===== src/hdl/ocl_pkg.sv =====
//------------------------------
// Host register bus definitions
//------------------------------
package ocl_pkg;

  // Bus widths
  localparam int OCL_ADDR_W = 32;
  localparam int OCL_DATA_W = 32;

  typedef logic [OCL_ADDR_W-1:0] ocl_addr_t;
  typedef logic [OCL_DATA_W-1:0] ocl_data_t;

  // AXI-Lite response codes
  typedef enum logic [1:0] {
    RESP_OKAY   = 2'b00,
    RESP_EXOKAY = 2'b01,
    RESP_SLVERR = 2'b10,
    RESP_DECERR = 2'b11
  } ocl_resp_e;

  //------------------------------
  // Register map
  //------------------------------
  localparam ocl_addr_t ADDR_ID0           = 32'h0000_0000;
  localparam ocl_addr_t ADDR_ID1           = 32'h0000_0004;
  localparam ocl_addr_t ADDR_VERSION       = 32'h0000_0008;
  localparam ocl_addr_t ADDR_HELLO_WORLD   = 32'h0000_0500;
  localparam ocl_addr_t ADDR_VLED          = 32'h0000_0504;
  localparam ocl_addr_t ADDR_CNT_CTRL      = 32'h0000_0510;
  localparam ocl_addr_t ADDR_TICK_VALUE    = 32'h0000_0514;
  localparam ocl_addr_t ADDR_CNT_LOAD      = 32'h0000_0518;
  localparam ocl_addr_t ADDR_CNT_WATERMARK = 32'h0000_051C;
  localparam ocl_addr_t ADDR_CNT_STATUS    = 32'h0000_0520;

  // Counter control and status bit positions
  localparam int CTRL_ENABLE_BIT  = 0;
  localparam int CTRL_ONESHOT_BIT = 1;
  localparam int CTRL_CLEAR_BIT   = 2;
  localparam int CTRL_LOAD_BIT    = 3;
  localparam int STATUS_GE_BIT    = 16;

  // Read-only constants
  localparam ocl_data_t CL_ID0              = 32'hF000_1D0F;
  localparam ocl_data_t CL_ID1              = 32'h1D51_FEDD;
  localparam ocl_data_t CL_VERSION          = 32'hEEEE_EE00;
  localparam ocl_data_t UNIMPLEMENTED_VALUE = 32'hDEAD_BEEF;

  // Decoded register select
  typedef enum logic [3:0] {
    SEL_NONE, SEL_ID0, SEL_ID1, SEL_VERSION, SEL_HELLO_WORLD, SEL_VLED,
    SEL_CNT_CTRL, SEL_TICK_VALUE, SEL_CNT_LOAD, SEL_CNT_WATERMARK, SEL_CNT_STATUS
  } reg_sel_e;

  // Write channel FSM
  typedef enum logic [1:0] {
    WR_IDLE,
    WR_DATA,
    WR_RESP
  } wr_state_e;

endpackage


===== src/hdl/cl_hello_world.sv =====
//------------------------------
// Hello world endpoint top
//------------------------------
module cl_hello_world (
  input  logic               clk_main_a0,
  input  logic               rst_main_n_sync,
  input  logic               awvalid,
  input  ocl_pkg::ocl_addr_t awaddr,
  output logic               awready,
  input  logic               wvalid,
  input  ocl_pkg::ocl_data_t wdata,
  output logic               wready,
  output logic               bvalid,
  output ocl_pkg::ocl_resp_e bresp,
  input  logic               bready,
  input  logic               arvalid,
  input  ocl_pkg::ocl_addr_t araddr,
  output logic               arready,
  output logic               rvalid,
  output ocl_pkg::ocl_data_t rdata,
  output ocl_pkg::ocl_resp_e rresp,
  input  logic               rready,
  input  logic [15:0]        status_vdip,
  output logic [15:0]        status_vled
);

  localparam int LED_W  = 16;
  localparam int CNT_W  = 16;
  localparam int TICK_W = 8;

  // Register file access
  logic               reg_wr_en;
  ocl_pkg::ocl_addr_t reg_wr_addr;
  ocl_pkg::ocl_data_t reg_wr_data;
  ocl_pkg::ocl_addr_t reg_rd_addr;
  ocl_pkg::ocl_data_t reg_rd_data;

  // Counter controls and status
  logic              cnt_enable;
  logic              cnt_oneshot;
  logic              cnt_clear;
  logic              cnt_load;
  logic [TICK_W-1:0] tick_value;
  logic [CNT_W-1:0]  load_value;
  logic [CNT_W-1:0]  watermark;
  logic [CNT_W-1:0]  count;
  logic              ge_watermark;

  ocl_write_channel u_wr (
    .clk_main_a0, .rst_main_n_sync, .awvalid, .awaddr, .awready, .wvalid, .wdata,
    .wready, .bvalid, .bresp, .bready, .reg_wr_en, .reg_wr_addr, .reg_wr_data
  );

  ocl_read_channel u_rd (
    .clk_main_a0, .rst_main_n_sync, .arvalid, .araddr, .arready, .rvalid, .rdata,
    .rresp, .rready, .reg_rd_addr, .reg_rd_data
  );

  hello_regs #(.LED_W(LED_W), .CNT_W(CNT_W), .TICK_W(TICK_W)) u_regs (
    .clk_main_a0, .rst_main_n_sync, .reg_wr_en, .reg_wr_addr, .reg_wr_data,
    .reg_rd_addr, .reg_rd_data, .status_vdip, .status_vled, .cnt_enable,
    .cnt_oneshot, .cnt_clear, .cnt_load, .tick_value, .load_value, .watermark,
    .count, .ge_watermark
  );

  tick_counter #(.CNT_W(CNT_W), .TICK_W(TICK_W)) u_cnt (
    .clk_main_a0, .rst_main_n_sync, .cnt_enable, .cnt_oneshot, .cnt_clear,
    .cnt_load, .tick_value, .load_value, .watermark, .count, .ge_watermark
  );

endmodule


===== src/hdl/hello_regs.sv =====
//------------------------------
// Hello world register file
//------------------------------
module hello_regs #(
  parameter int LED_W  = 16,
  parameter int CNT_W  = 16,
  parameter int TICK_W = 8
) (
  input  logic               clk_main_a0,
  input  logic               rst_main_n_sync,
  input  logic               reg_wr_en,
  input  ocl_pkg::ocl_addr_t reg_wr_addr,
  input  ocl_pkg::ocl_data_t reg_wr_data,
  input  ocl_pkg::ocl_addr_t reg_rd_addr,
  output ocl_pkg::ocl_data_t reg_rd_data,
  input  logic [LED_W-1:0]   status_vdip,
  output logic [LED_W-1:0]   status_vled,
  output logic               cnt_enable,
  output logic               cnt_oneshot,
  output logic               cnt_clear,
  output logic               cnt_load,
  output logic [TICK_W-1:0]  tick_value,
  output logic [CNT_W-1:0]   load_value,
  output logic [CNT_W-1:0]   watermark,
  input  logic [CNT_W-1:0]   count,
  input  logic               ge_watermark
);

  ocl_pkg::reg_sel_e  wr_sel;
  ocl_pkg::reg_sel_e  rd_sel;
  ocl_pkg::ocl_data_t hello_q;
  logic [LED_W-1:0]   vled_q;

  // Address decode
  function automatic ocl_pkg::reg_sel_e decode_addr(input ocl_pkg::ocl_addr_t addr);
    case (addr)
      ocl_pkg::ADDR_ID0:           return ocl_pkg::SEL_ID0;
      ocl_pkg::ADDR_ID1:           return ocl_pkg::SEL_ID1;
      ocl_pkg::ADDR_VERSION:       return ocl_pkg::SEL_VERSION;
      ocl_pkg::ADDR_HELLO_WORLD:   return ocl_pkg::SEL_HELLO_WORLD;
      ocl_pkg::ADDR_VLED:          return ocl_pkg::SEL_VLED;
      ocl_pkg::ADDR_CNT_CTRL:      return ocl_pkg::SEL_CNT_CTRL;
      ocl_pkg::ADDR_TICK_VALUE:    return ocl_pkg::SEL_TICK_VALUE;
      ocl_pkg::ADDR_CNT_LOAD:      return ocl_pkg::SEL_CNT_LOAD;
      ocl_pkg::ADDR_CNT_WATERMARK: return ocl_pkg::SEL_CNT_WATERMARK;
      ocl_pkg::ADDR_CNT_STATUS:    return ocl_pkg::SEL_CNT_STATUS;
      default:                     return ocl_pkg::SEL_NONE;
    endcase
  endfunction

  assign wr_sel = decode_addr(reg_wr_addr);
  assign rd_sel = decode_addr(reg_rd_addr);

  //------------------------------
  // Writable registers
  //------------------------------
  always_ff @(posedge clk_main_a0) begin
    if (!rst_main_n_sync) begin
      hello_q     <= '0;
      vled_q      <= '0;
      cnt_enable  <= 1'b0;
      cnt_oneshot <= 1'b0;
      cnt_clear   <= 1'b0;
      cnt_load    <= 1'b0;
      tick_value  <= '0;
      load_value  <= '0;
      watermark   <= '0;
    end else begin
      // LED shadow trails hello by one cycle
      vled_q    <= hello_q[LED_W-1:0];
      // Clear and load are single-cycle pulses
      cnt_clear <= 1'b0;
      cnt_load  <= 1'b0;
      if (reg_wr_en) begin
        case (wr_sel)
          ocl_pkg::SEL_HELLO_WORLD: hello_q <= reg_wr_data;
          ocl_pkg::SEL_CNT_CTRL: begin
            cnt_enable  <= reg_wr_data[ocl_pkg::CTRL_ENABLE_BIT];
            cnt_oneshot <= reg_wr_data[ocl_pkg::CTRL_ONESHOT_BIT];
            cnt_clear   <= reg_wr_data[ocl_pkg::CTRL_CLEAR_BIT];
            cnt_load    <= reg_wr_data[ocl_pkg::CTRL_LOAD_BIT];
          end
          ocl_pkg::SEL_TICK_VALUE:    tick_value <= reg_wr_data[TICK_W-1:0];
          ocl_pkg::SEL_CNT_LOAD:      load_value <= reg_wr_data[CNT_W-1:0];
          ocl_pkg::SEL_CNT_WATERMARK: watermark  <= reg_wr_data[CNT_W-1:0];
          default: ;
        endcase
      end
    end
  end

  // LEDs masked by DIP switches
  assign status_vled = vled_q & status_vdip;

  //------------------------------
  // Read mux
  //------------------------------
  always_comb begin
    reg_rd_data = '0;
    case (rd_sel)
      ocl_pkg::SEL_HELLO_WORLD:
        reg_rd_data = {hello_q[7:0], hello_q[15:8], hello_q[23:16], hello_q[31:24]};
      ocl_pkg::SEL_VLED:          reg_rd_data = ocl_pkg::ocl_data_t'(vled_q);
      // Pulse bits always read back 0
      ocl_pkg::SEL_CNT_CTRL: begin
        reg_rd_data[ocl_pkg::CTRL_ENABLE_BIT]  = cnt_enable;
        reg_rd_data[ocl_pkg::CTRL_ONESHOT_BIT] = cnt_oneshot;
      end
      ocl_pkg::SEL_TICK_VALUE:    reg_rd_data = ocl_pkg::ocl_data_t'(tick_value);
      ocl_pkg::SEL_CNT_LOAD:      reg_rd_data = ocl_pkg::ocl_data_t'(load_value);
      ocl_pkg::SEL_CNT_WATERMARK: reg_rd_data = ocl_pkg::ocl_data_t'(watermark);
      ocl_pkg::SEL_CNT_STATUS: begin
        reg_rd_data[CNT_W-1:0]             = count;
        reg_rd_data[ocl_pkg::STATUS_GE_BIT] = ge_watermark;
      end
      ocl_pkg::SEL_ID0:           reg_rd_data = ocl_pkg::CL_ID0;
      ocl_pkg::SEL_ID1:           reg_rd_data = ocl_pkg::CL_ID1;
      ocl_pkg::SEL_VERSION:       reg_rd_data = ocl_pkg::CL_VERSION;
      default:                    reg_rd_data = ocl_pkg::UNIMPLEMENTED_VALUE;
    endcase
  end

endmodule


===== src/hdl/ocl_read_channel.sv =====
//------------------------------
// Host read channel
//------------------------------
module ocl_read_channel (
  input  logic               clk_main_a0,
  input  logic               rst_main_n_sync,
  input  logic               arvalid,
  input  ocl_pkg::ocl_addr_t araddr,
  output logic               arready,
  output logic               rvalid,
  output ocl_pkg::ocl_data_t rdata,
  output ocl_pkg::ocl_resp_e rresp,
  input  logic               rready,
  output ocl_pkg::ocl_addr_t reg_rd_addr,
  input  ocl_pkg::ocl_data_t reg_rd_data
);

  logic               pending_q;
  logic               rvalid_q;
  ocl_pkg::ocl_addr_t addr_q;
  ocl_pkg::ocl_data_t rdata_q;

  // No new address while a read is pending or a response is held
  assign arready = !pending_q && !rvalid_q;

  // Control flags
  always_ff @(posedge clk_main_a0) begin
    if (!rst_main_n_sync) begin
      pending_q <= 1'b0;
      rvalid_q  <= 1'b0;
    end else begin
      if (arvalid && arready) begin
        pending_q <= 1'b1;
      end else if (pending_q) begin
        pending_q <= 1'b0;
      end
      if (pending_q) begin
        rvalid_q <= 1'b1;
      end else if (rvalid_q && rready) begin
        rvalid_q <= 1'b0;
      end
    end
  end

  // Address and sampled data
  always_ff @(posedge clk_main_a0) begin
    if (arvalid && arready) begin
      addr_q <= araddr;
    end
    // Sample register file one cycle after the address
    if (pending_q) begin
      rdata_q <= reg_rd_data;
    end
  end

  assign reg_rd_addr = addr_q;
  assign rvalid      = rvalid_q;
  assign rdata       = rdata_q;
  assign rresp       = ocl_pkg::RESP_OKAY;

  // Response held steady under back-pressure
  assert property (@(posedge clk_main_a0) disable iff (!rst_main_n_sync)
    rvalid && !rready |=> rvalid && $stable(rdata))
    else $error("read response changed before rready");

endmodule


===== src/hdl/ocl_write_channel.sv =====
//------------------------------
// Host write channel
//------------------------------
module ocl_write_channel (
  input  logic               clk_main_a0,
  input  logic               rst_main_n_sync,
  input  logic               awvalid,
  input  ocl_pkg::ocl_addr_t awaddr,
  output logic               awready,
  input  logic               wvalid,
  input  ocl_pkg::ocl_data_t wdata,
  output logic               wready,
  output logic               bvalid,
  output ocl_pkg::ocl_resp_e bresp,
  input  logic               bready,
  output logic               reg_wr_en,
  output ocl_pkg::ocl_addr_t reg_wr_addr,
  output ocl_pkg::ocl_data_t reg_wr_data
);

  ocl_pkg::wr_state_e state_q;
  ocl_pkg::wr_state_e state_d;
  ocl_pkg::ocl_addr_t addr_q;

  // Next state, one write in flight
  always_comb begin
    state_d = state_q;
    case (state_q)
      ocl_pkg::WR_IDLE: begin
        if (awvalid) begin
          state_d = ocl_pkg::WR_DATA;
        end
      end
      ocl_pkg::WR_DATA: begin
        if (wvalid) begin
          state_d = ocl_pkg::WR_RESP;
        end
      end
      ocl_pkg::WR_RESP: begin
        if (bready) begin
          state_d = ocl_pkg::WR_IDLE;
        end
      end
      default: state_d = ocl_pkg::WR_IDLE;
    endcase
  end

  always_ff @(posedge clk_main_a0) begin
    if (!rst_main_n_sync) begin
      state_q <= ocl_pkg::WR_IDLE;
    end else begin
      state_q <= state_d;
    end
  end

  // Address held for the data phase
  always_ff @(posedge clk_main_a0) begin
    if (awvalid && awready) begin
      addr_q <= awaddr;
    end
  end

  // Handshake outputs straight from state
  assign awready = (state_q == ocl_pkg::WR_IDLE);
  assign wready  = (state_q == ocl_pkg::WR_DATA);
  assign bvalid  = (state_q == ocl_pkg::WR_RESP);
  assign bresp   = ocl_pkg::RESP_OKAY;

  // Register strobe on the w transfer
  assign reg_wr_en   = wvalid && wready;
  assign reg_wr_addr = addr_q;
  assign reg_wr_data = wdata;

  // Response must wait for the host
  assert property (@(posedge clk_main_a0) disable iff (!rst_main_n_sync)
    bvalid && !bready |=> bvalid)
    else $error("bvalid dropped before bready");

  // Strobe only in the data phase and always followed by a response
  assert property (@(posedge clk_main_a0) disable iff (!rst_main_n_sync)
    reg_wr_en |-> (state_q == ocl_pkg::WR_DATA) ##1 bvalid)
    else $error("register write strobe outside data phase");

endmodule


===== src/hdl/tick_counter.sv =====
//------------------------------
// Prescaled event counter
//------------------------------
module tick_counter #(
  parameter int CNT_W  = 16,
  parameter int TICK_W = 8
) (
  input  logic              clk_main_a0,
  input  logic              rst_main_n_sync,
  input  logic              cnt_enable,
  input  logic              cnt_oneshot,
  input  logic              cnt_clear,
  input  logic              cnt_load,
  input  logic [TICK_W-1:0] tick_value,
  input  logic [CNT_W-1:0]  load_value,
  input  logic [CNT_W-1:0]  watermark,
  output logic [CNT_W-1:0]  count,
  output logic              ge_watermark
);

  logic [TICK_W-1:0] prescale_q;
  logic              tick;
  logic              at_max;

  // Wrap on reaching the tick value, also recovers if tick value drops
  assign tick   = (prescale_q >= tick_value);
  assign at_max = (count == {CNT_W{1'b1}});

  // Clear beats load, load beats counting
  always_ff @(posedge clk_main_a0) begin
    if (!rst_main_n_sync || cnt_clear) begin
      prescale_q <= '0;
      count      <= '0;
    end else if (cnt_load) begin
      count <= load_value;
    end else if (cnt_enable) begin
      prescale_q <= tick ? '0 : prescale_q + 1'b1;
      // One-shot saturates, otherwise free-running wrap
      if (tick && !(cnt_oneshot && at_max)) begin
        count <= count + 1'b1;
      end
    end
  end

  assign ge_watermark = (count >= watermark);

  // Prescaler bounded by tick value once it has settled
  assert property (@(posedge clk_main_a0) disable iff (!rst_main_n_sync)
    cnt_enable && $past(cnt_enable) && $stable(tick_value) |-> prescale_q <= tick_value)
    else $error("prescaler above tick value");

endmodule


===== config.mk =====
export PLATFORM = sky130hd
export DESIGN_NAME = cl_hello_world
export DESIGN_NICKNAME = d
export VERILOG_FILES = /design/src/hdl/ocl_pkg.sv /design/src/hdl/cl_hello_world.sv /design/src/hdl/hello_regs.sv /design/src/hdl/ocl_read_channel.sv /design/src/hdl/ocl_write_channel.sv /design/src/hdl/tick_counter.sv
export SDC_FILE = /design/constraint.sdc
export NUM_CORES = 1
export LEC_CHECK = 0
export ABC_AREA = 1
export BUFFER_PORTS_ARGS = -buffer_cell sky130_fd_sc_hd__buf_2
export CORE_MARGIN = 2
export CORE_UTILIZATION = 43
export CTS_CLUSTER_DIAMETER = 100
export DETAILED_ROUTE_END_ITERATION = 12
export GPL_TIMING_DRIVEN = 0
export PLACE_DENSITY = 0.69
export SLEW_MARGIN = 40
export SYNTH_ARGS = -nofsm -noshare
export SYNTH_HDL_FRONTEND = slang
export SYNTH_SLANG_ARGS = --single-unit

===== constraint.sdc =====
create_clock -name clk_main_a0 -period 4.15 [get_ports clk_main_a0]
set_input_delay 0.83 -clock clk_main_a0 [delete_from_list [all_inputs] [get_ports clk_main_a0]]
set_output_delay 0.83 -clock clk_main_a0 [all_outputs]
set_load 0.05 [all_outputs]

# Word-level counts from Yosys, hierarchy flattened
# Index checks and enable logic that the tools add are counted.
[op_classes]
n_eq_ne = 39
add_sub_neg = 2
magnitude_cmp = 2
n_mux = 16
reduce_logical = 28
bitwise = 2
[ops]
columns = ["cell", "count"]
rows = [
  ["32-bit by 11-bit == test with 1-bit output (second input constant)", 14],
  ["15-bit one-hot mux with 10 select lines", 1],
  ["4-bit one-hot mux with 10 select lines", 2],
  ["15-bit one-hot mux with 5 select lines", 1],
  ["32-bit by 3-bit == test with 1-bit output (second input constant)", 2],
  ["32-bit by 4-bit == test with 1-bit output (second input constant)", 2],
  ["32-bit logical NOT", 2],
  ["16-bit 2-to-1 mux", 3],
  ["4-bit by 3-bit == test with 1-bit output (second input constant)", 7],
  ["4-bit == test (second input constant)", 5],
  ["2-bit one-hot mux with 9 select lines", 1],
  ["16-bit by 1-bit adder with 16-bit output (second input constant)", 1],
  ["16-bit bitwise AND", 1],
  ["16-bit == test (second input constant)", 1],
  ["16-bit >= comparator", 1],
  ["2-bit AND reduction", 7],
  ["8-bit by 1-bit adder with 8-bit output (second input constant)", 1],
  ["4-bit by 2-bit == test with 1-bit output (second input constant)", 2],
  ["8-bit >= comparator", 1],
  ["8-bit 2-to-1 mux", 1],
  ["1-bit logical AND", 7],
  ["2-bit 2-to-1 mux", 3],
  ["2-bit one-hot mux with 3 select lines", 1],
  ["3-bit AND reduction", 2],
  ["12 further kinds", 20],
]
[word_totals]
out_inout_bits = 57
in_bits = 119
ff_bits = 216

# Logic depth before layout (Yosys ltp)
[logic_depth]
word_depth = 7
ltp_mapped = 13
ltp_nobuf = 13

# Cells and area by module
# Synthesis repeated with hierarchy kept, for this count alone.
[hier_totals]
hier_cells = 1320
hier_area_um2 = 10476.3
[by_module_without_submodules]
columns = ["module", "cells_each", "n_inst", "area_each_um2", "seq_area_each_um2"]
rows = [
  ["hello_regs", 816, 1, 5004.8, 1841.8],
  ["tick_counter", 342, 1, 2119.5, 480.5],
  ["ocl_read_channel", 78, 1, 2021.9, 1961.9],
  ["ocl_write_channel", 84, 1, 1330.0, 1001.0],
]

# Least setup slack after synthesis
# No wires, ideal clock.
[synth_path]
path_kind = "register -> register"
start = "reg u_rd.pending_q"
end = "reg u_rd.addr_q[0] (netlist: u_rd.reg_rd_addr[0]), enable pin"
setup_slack_ns = 0.623
path_buffers = 0
required_ns = 3.689
setup_ns = 0.461
stages_incl_launch_ff = 2
arrival_time_ns = 3.066
path_cell_list = "dfxtp_1 -> nor3_1"
[synth_via]
elab_chain_len = 3
[synth_lines]
columns = ["item", "line_no", "source"]
rows = [
  ["from (decl)", "ocl_read_channel.sv:18", "logic pending_q;"],
  ["from (signal assigned)", "ocl_read_channel.sv:29", "pending_q <= 1'b0;"],
  ["from (signal assigned)", "ocl_read_channel.sv:33", "pending_q <= 1'b1;"],
  ["from (signal assigned)", "ocl_read_channel.sv:35", "pending_q <= 1'b0;"],
  ["1-bit logical NOT", "ocl_read_channel.sv:24", "assign arready = !pending_q && !rvalid_q;"],
  ["1-bit logical AND", "ocl_read_channel.sv:24", ""],
  ["1-bit logical AND", "ocl_read_channel.sv:47", "if (arvalid && arready) begin"],
  ["to (signal assigned)", "ocl_read_channel.sv:48", "addr_q <= araddr;"],
  ["to (decl)", "ocl_read_channel.sv:20", "ocl_pkg::ocl_addr_t addr_q;"],
]
# No other way between the ends.
# A chain may end at the register's enable or synchronous reset.

# Worst setup path in the final report
[layout_path]
start = "reg u_rd.addr_q[7] (netlist: u_rd.reg_rd_addr[7])"
end = "reg u_rd.rdata_q[0] (netlist: u_rd.rdata[0]) (data pin)"
[layout_via]
elab_chain_len = 4
word_cells_on_any_way = 21
classes_between = "eq/ne: 18; mux: 2; reduce/logical: 1"
[layout_lines]
columns = ["item", "line_no", "source"]
rows = [
  ["32-bit by 11-bit == test with 1-bit output (tied with other cells)", "hello_regs.sv:36", "case (addr)"],
  ["4-bit one-hot mux with 10 select lines *", "hello_regs.sv:36", ""],
  ["4-bit by 2-bit == test with 1-bit output (tied with other cells)", "hello_regs.sv:100", "case (rd_sel)"],
  ["2-bit one-hot mux with 9 select lines *", "hello_regs.sv:100", ""],
  ["named net reg_rd_data[0]", "cl_hello_world.sv:36", "ocl_pkg::ocl_data_t reg_rd_data;"],
  ["to (signal assigned)", "ocl_read_channel.sv:52", "rdata_q <= reg_rd_data;"],
  ["to (decl)", "ocl_read_channel.sv:21", "ocl_pkg::ocl_data_t rdata_q;"],
]
# Mark *: on every way through the listed nets, which the timed path passes. The rest lies on a longest branch.

==> flow_metrics.env <==
export IMPL_slew_headroom_pct=56.2
export IMPL_worstMarginPinSlew_ns=0.655
export IMPL_grt_usage_pct=22.7
export IMPL_cts_tree="done"
export IMPL_critPathTopFamily="simple AND/OR/NAND/NOR gates"
export IMPL_final_layout_size_suffix_gt1_share_pct=19.6
export IMPL_cts_root_buf="clkbuf_16"
export IMPL_clk_pin_slew_ns=0.06
export IMPL_powerDensity_mw_per_mm2=392
export IMPL_finClkSkew_ns=0.0157
export IMPL_clkPwrFrac_pct=45.5
export IMPL_worstPathArrival_ns=2.84
export IMPL_drc=0
export IMPL_grt_util_met3_pct=3.84
export IMPL_cts_path_max_buffers=3
export IMPL_grt_pass1_wl_mm=42.8
export IMPL_n_fill_cell=2088
export IMPL_chipWidth_um=155
export IMPL_fin_area_mm2=0.0119
export IMPL_multi_input_comb_area_mm2=0.00381
export IMPL_nets=1513
export IMPL_overflow=0
export IMPL_avgSynthCellArea_um2=8.41
export IMPL_synth_edff_count=96
export IMPL_post_cts_buffers=0
export IMPL_synth_area_leaders="edfxtp_1, dfxtp_1, nand2_1"
export IMPL_viasPerCell=5.12
export IMPL_cts_sinks=216
export IMPL_place_gp_congestion=0.993
export IMPL_synth_simple_area_share_pct=24.3
export IMPL_initial_core_util_pct=43.6
export IMPL_grt_busiest_layer="met2"
export IMPL_htree_levels=1
export IMPL_fin_crit_ns=2.60
export IMPL_cpMaxStageDelayCell="nor2_1"
export IMPL_postSynth_asyncResetShare_pct=0
export IMPL_yosys_top_cells_count="nand2_1, inv_1, dfxtp_1"
export IMPL_io_pins=176
export IMPL_yosysTopAreaCellShare_pct=29.4
export IMPL_synth_most_common_cell="nand2_1"
export IMPL_ff_latch_area_mm2=0.00529
export IMPL_wl_per_cell_um=16.5
export IMPL_synthAdderAreaFrac_pct=3.32
export IMPL_hold_viol=0
export IMPL_rsz0062_at_grt="false"
export IMPL_placedInstanceArea_mm2=0.0111
export IMPL_drv_slew=0
export IMPL_crit_path_start_kind="flip-flop"
export IMPL_critPathKind="reg -> reg"
export IMPL_ys_ff_latch=216
export IMPL_cts_hold_buf=0
export IMPL_fin_cells=1670
export IMPL_yosysTopAreaCell="edfxtp_1"
export IMPL_crit_path_max_incr_delay_ns=0.51
export IMPL_ys_seq_area_share_pct=53.9
export IMPL_dp_cells=1628
export IMPL_power_frac_seq_pct=49.7
export IMPL_rows=55
export IMPL_finalSetupViolations=0
export IMPL_cp_required_ns=4.38
export IMPL_path_cells="nor2_1 -> nand2_1 -> nor2_1 -> nand2_1 -> nor2_1 -> nor2_1 -> nand2_1 -> nor2_1 -> nand3_2 -> nand3_1 -> nor2_1 -> nand3_1"
export IMPL_endpoint_kind="flip-flop"
export IMPL_syn2layout_area_growth_pct=20.8
export IMPL_comb_power_share_pct=4.8
export IMPL_grtUsageMet2_pct=37.1
export IMPL_synth_top_family_by_area="simple AND/OR/NAND/NOR gates"
export IMPL_status="finished, final reports clean"
export IMPL_fmaxAchievable_ghz=0.384
export IMPL_synth_main_ff_cell="dfxtp_1"
export IMPL_critPathMostFrequentCell="nor2_1"
export IMPL_switchingPower_w=0.00104
export IMPL_drtIter0Drc=539
export IMPL_hp_class="reg -> reg"
export IMPL_insertion_delay_ns=0.51
export IMPL_synthMuxAreaShare_pct=0
export IMPL_switching_share_pct=22.4
export IMPL_drt_wl_total_mm=27.5
export IMPL_ant_nets=0
export IMPL_finalPower_w=0.00465
export IMPL_final_period_utilization_pct=62.8
export IMPL_yosys_warnings=0
export IMPL_grt_max_degree=37
export IMPL_cts_resized=0
export IMPL_dr_pass1_iters=5
export IMPL_ir_drop_mv=0.343
export IMPL_grt_pass1_vias=8035
export IMPL_synthXorXnorAreaFrac_pct=1.07
export IMPL_path_max_fanout=6
export IMPL_io_buffers=170
export IMPL_drv_cap=0
export IMPL_intPower_w=0.00361
export IMPL_die_h_um=155
export IMPL_synth_compound_area_share_pct=9.99
export IMPL_die_area_mm2=0.0240
export IMPL_ys_types=47
export IMPL_numCtsBuffers=23
export IMPL_antenna_found_initial=1
export IMPL_dp_hpwl_mm=20.9
export IMPL_path_buf_inv=0
export IMPL_postSynthCellCount=1166
export IMPL_vias=8558
export IMPL_met1_usage_pct=30.5
export IMPL_syn_cell_area_mm2=0.00981
export IMPL_core_mm2=0.0225
export IMPL_setup_tns_ns=0
export IMPL_leakage_nw=4.80
==> power by group through the flow <==
stage | Combinational (W) | Sequential [W] | Clock, W
after floorplan | 0.0000836 | 0.00239 | 0
after global placement | 0.000218 | 0.00236 | 0
after detailed placement | 0.000224 | 0.00236 | 0
after CTS | 0.000225 | 0.00231 | 0.00213
after global routing | 0.000244 | 0.00232 | 0.00221
final | 0.000225 | 0.00231 | 0.00211
==> path summary, 6_finish.rpt <==
path | from | endpoint | slack, ns | cells after the start
max | u_rd.reg_rd_addr[7]$_DFFE_PP_ | u_rd.rdata[0]$_DFFE_PP_ | 1.55 | 12
min | u_regs.hello_q[2]$_SDFFE_PN0P_ | u_regs.vled_q[2]$_SDFF_PN0_ | 0.44 | 2
min reg2reg | u_regs.hello_q[2]$_SDFFE_PN0P_ | u_regs.vled_q[2]$_SDFF_PN0_ | 0.44 | 2
max reg2reg | u_rd.reg_rd_addr[7]$_DFFE_PP_ | u_rd.rdata[0]$_DFFE_PP_ | 1.55 | 12
==> registers in the layout, summed over array words and instances (netlist names), 8 cells and up <==
signal / flops
u_regs.load_value: 16
u_rd.reg_rd_addr: 32
u_regs.vled_q: 16
u_cnt.prescale_q: 8
u_regs.hello_q: 32
u_regs.tick_value: 8
u_rd.rdata: 32
u_regs.watermark: 16
u_cnt.count: 16
u_wr.reg_wr_addr: 32
==> cell families after synthesis <==
| group | after synthesis |
|---|---|
| buf+inv | 172 |
| fa+ha+maj | 26 |
| other cells | 1 |
| xor+xnor | 12 |
| flops | 216 |
| compound gates | 176 |
| simple gates | 563 |
==> stage by stage <==
stage                     setup slack (ns)  utilization [%]  hold slack [ns]
final                                 1.55             52.7            0.436
after global routing                  1.43             52.6            0.466
after CTS                             1.58             52.6            0.437
after detailed placement              1.61             49.2            0.434
after global placement              -0.494             49.0            0.422
after floorplan                      0.623                -            0.420
==> area by class of cell <==
| type | count | share of cell area, % |
|---|---|---|
| Inverter | 134 | 4.29 |
| Multi-Input combinational cell | 781 | 32.2 |
| Antenna cell | 1 | 0.0211 |
| Tap cell | 285 | 3.01 |
| Timing Repair Buffer | 174 | 7.41 |
| Clock buffer | 33 | 5.99 |
| Sequential cell | 216 | 44.6 |
| Clock inverter | 8 | 0.612 |
| Buffer | 38 | 1.87 |
==> worst register-to-register path, delay by kind of cell, from the launching register on <==
family	cells	cell delay (ns)
AND/OR/NAND/NOR	12	1.95
flip-flops	1	0.40
==> per-layer routing <==
metal / vias up / part of all wire, %
li1: 4230 / -
met1: 3921 / 43
met2: 338 / 46
met3: 67 / 7.5
met4: 2 / 3.3
met5: - / 0.058
==> cell usage in the layout, fill, tap and decap left out, drive strengths merged, types with 2 or more instances in the layout <==
cell,n
nand2,371
buf,195
inv,129
dfxtp,120
a21oi,108
nor2,101
edfxtp,96
clkbuf,50
nand3,44
o21ai,31
ha,26
nand4,24
nor3,12
clkinv,11
xor2,10
a31oi,8
a211oi,5
a221oi,5
o22ai,5
a22o,5
o211ai,4
conb,4
or2,4
nor3b,3
o2111ai,2
nand3b,2
xnor2,2
nor4,2
Note: power is estimated with default switching activity, not from simulation.
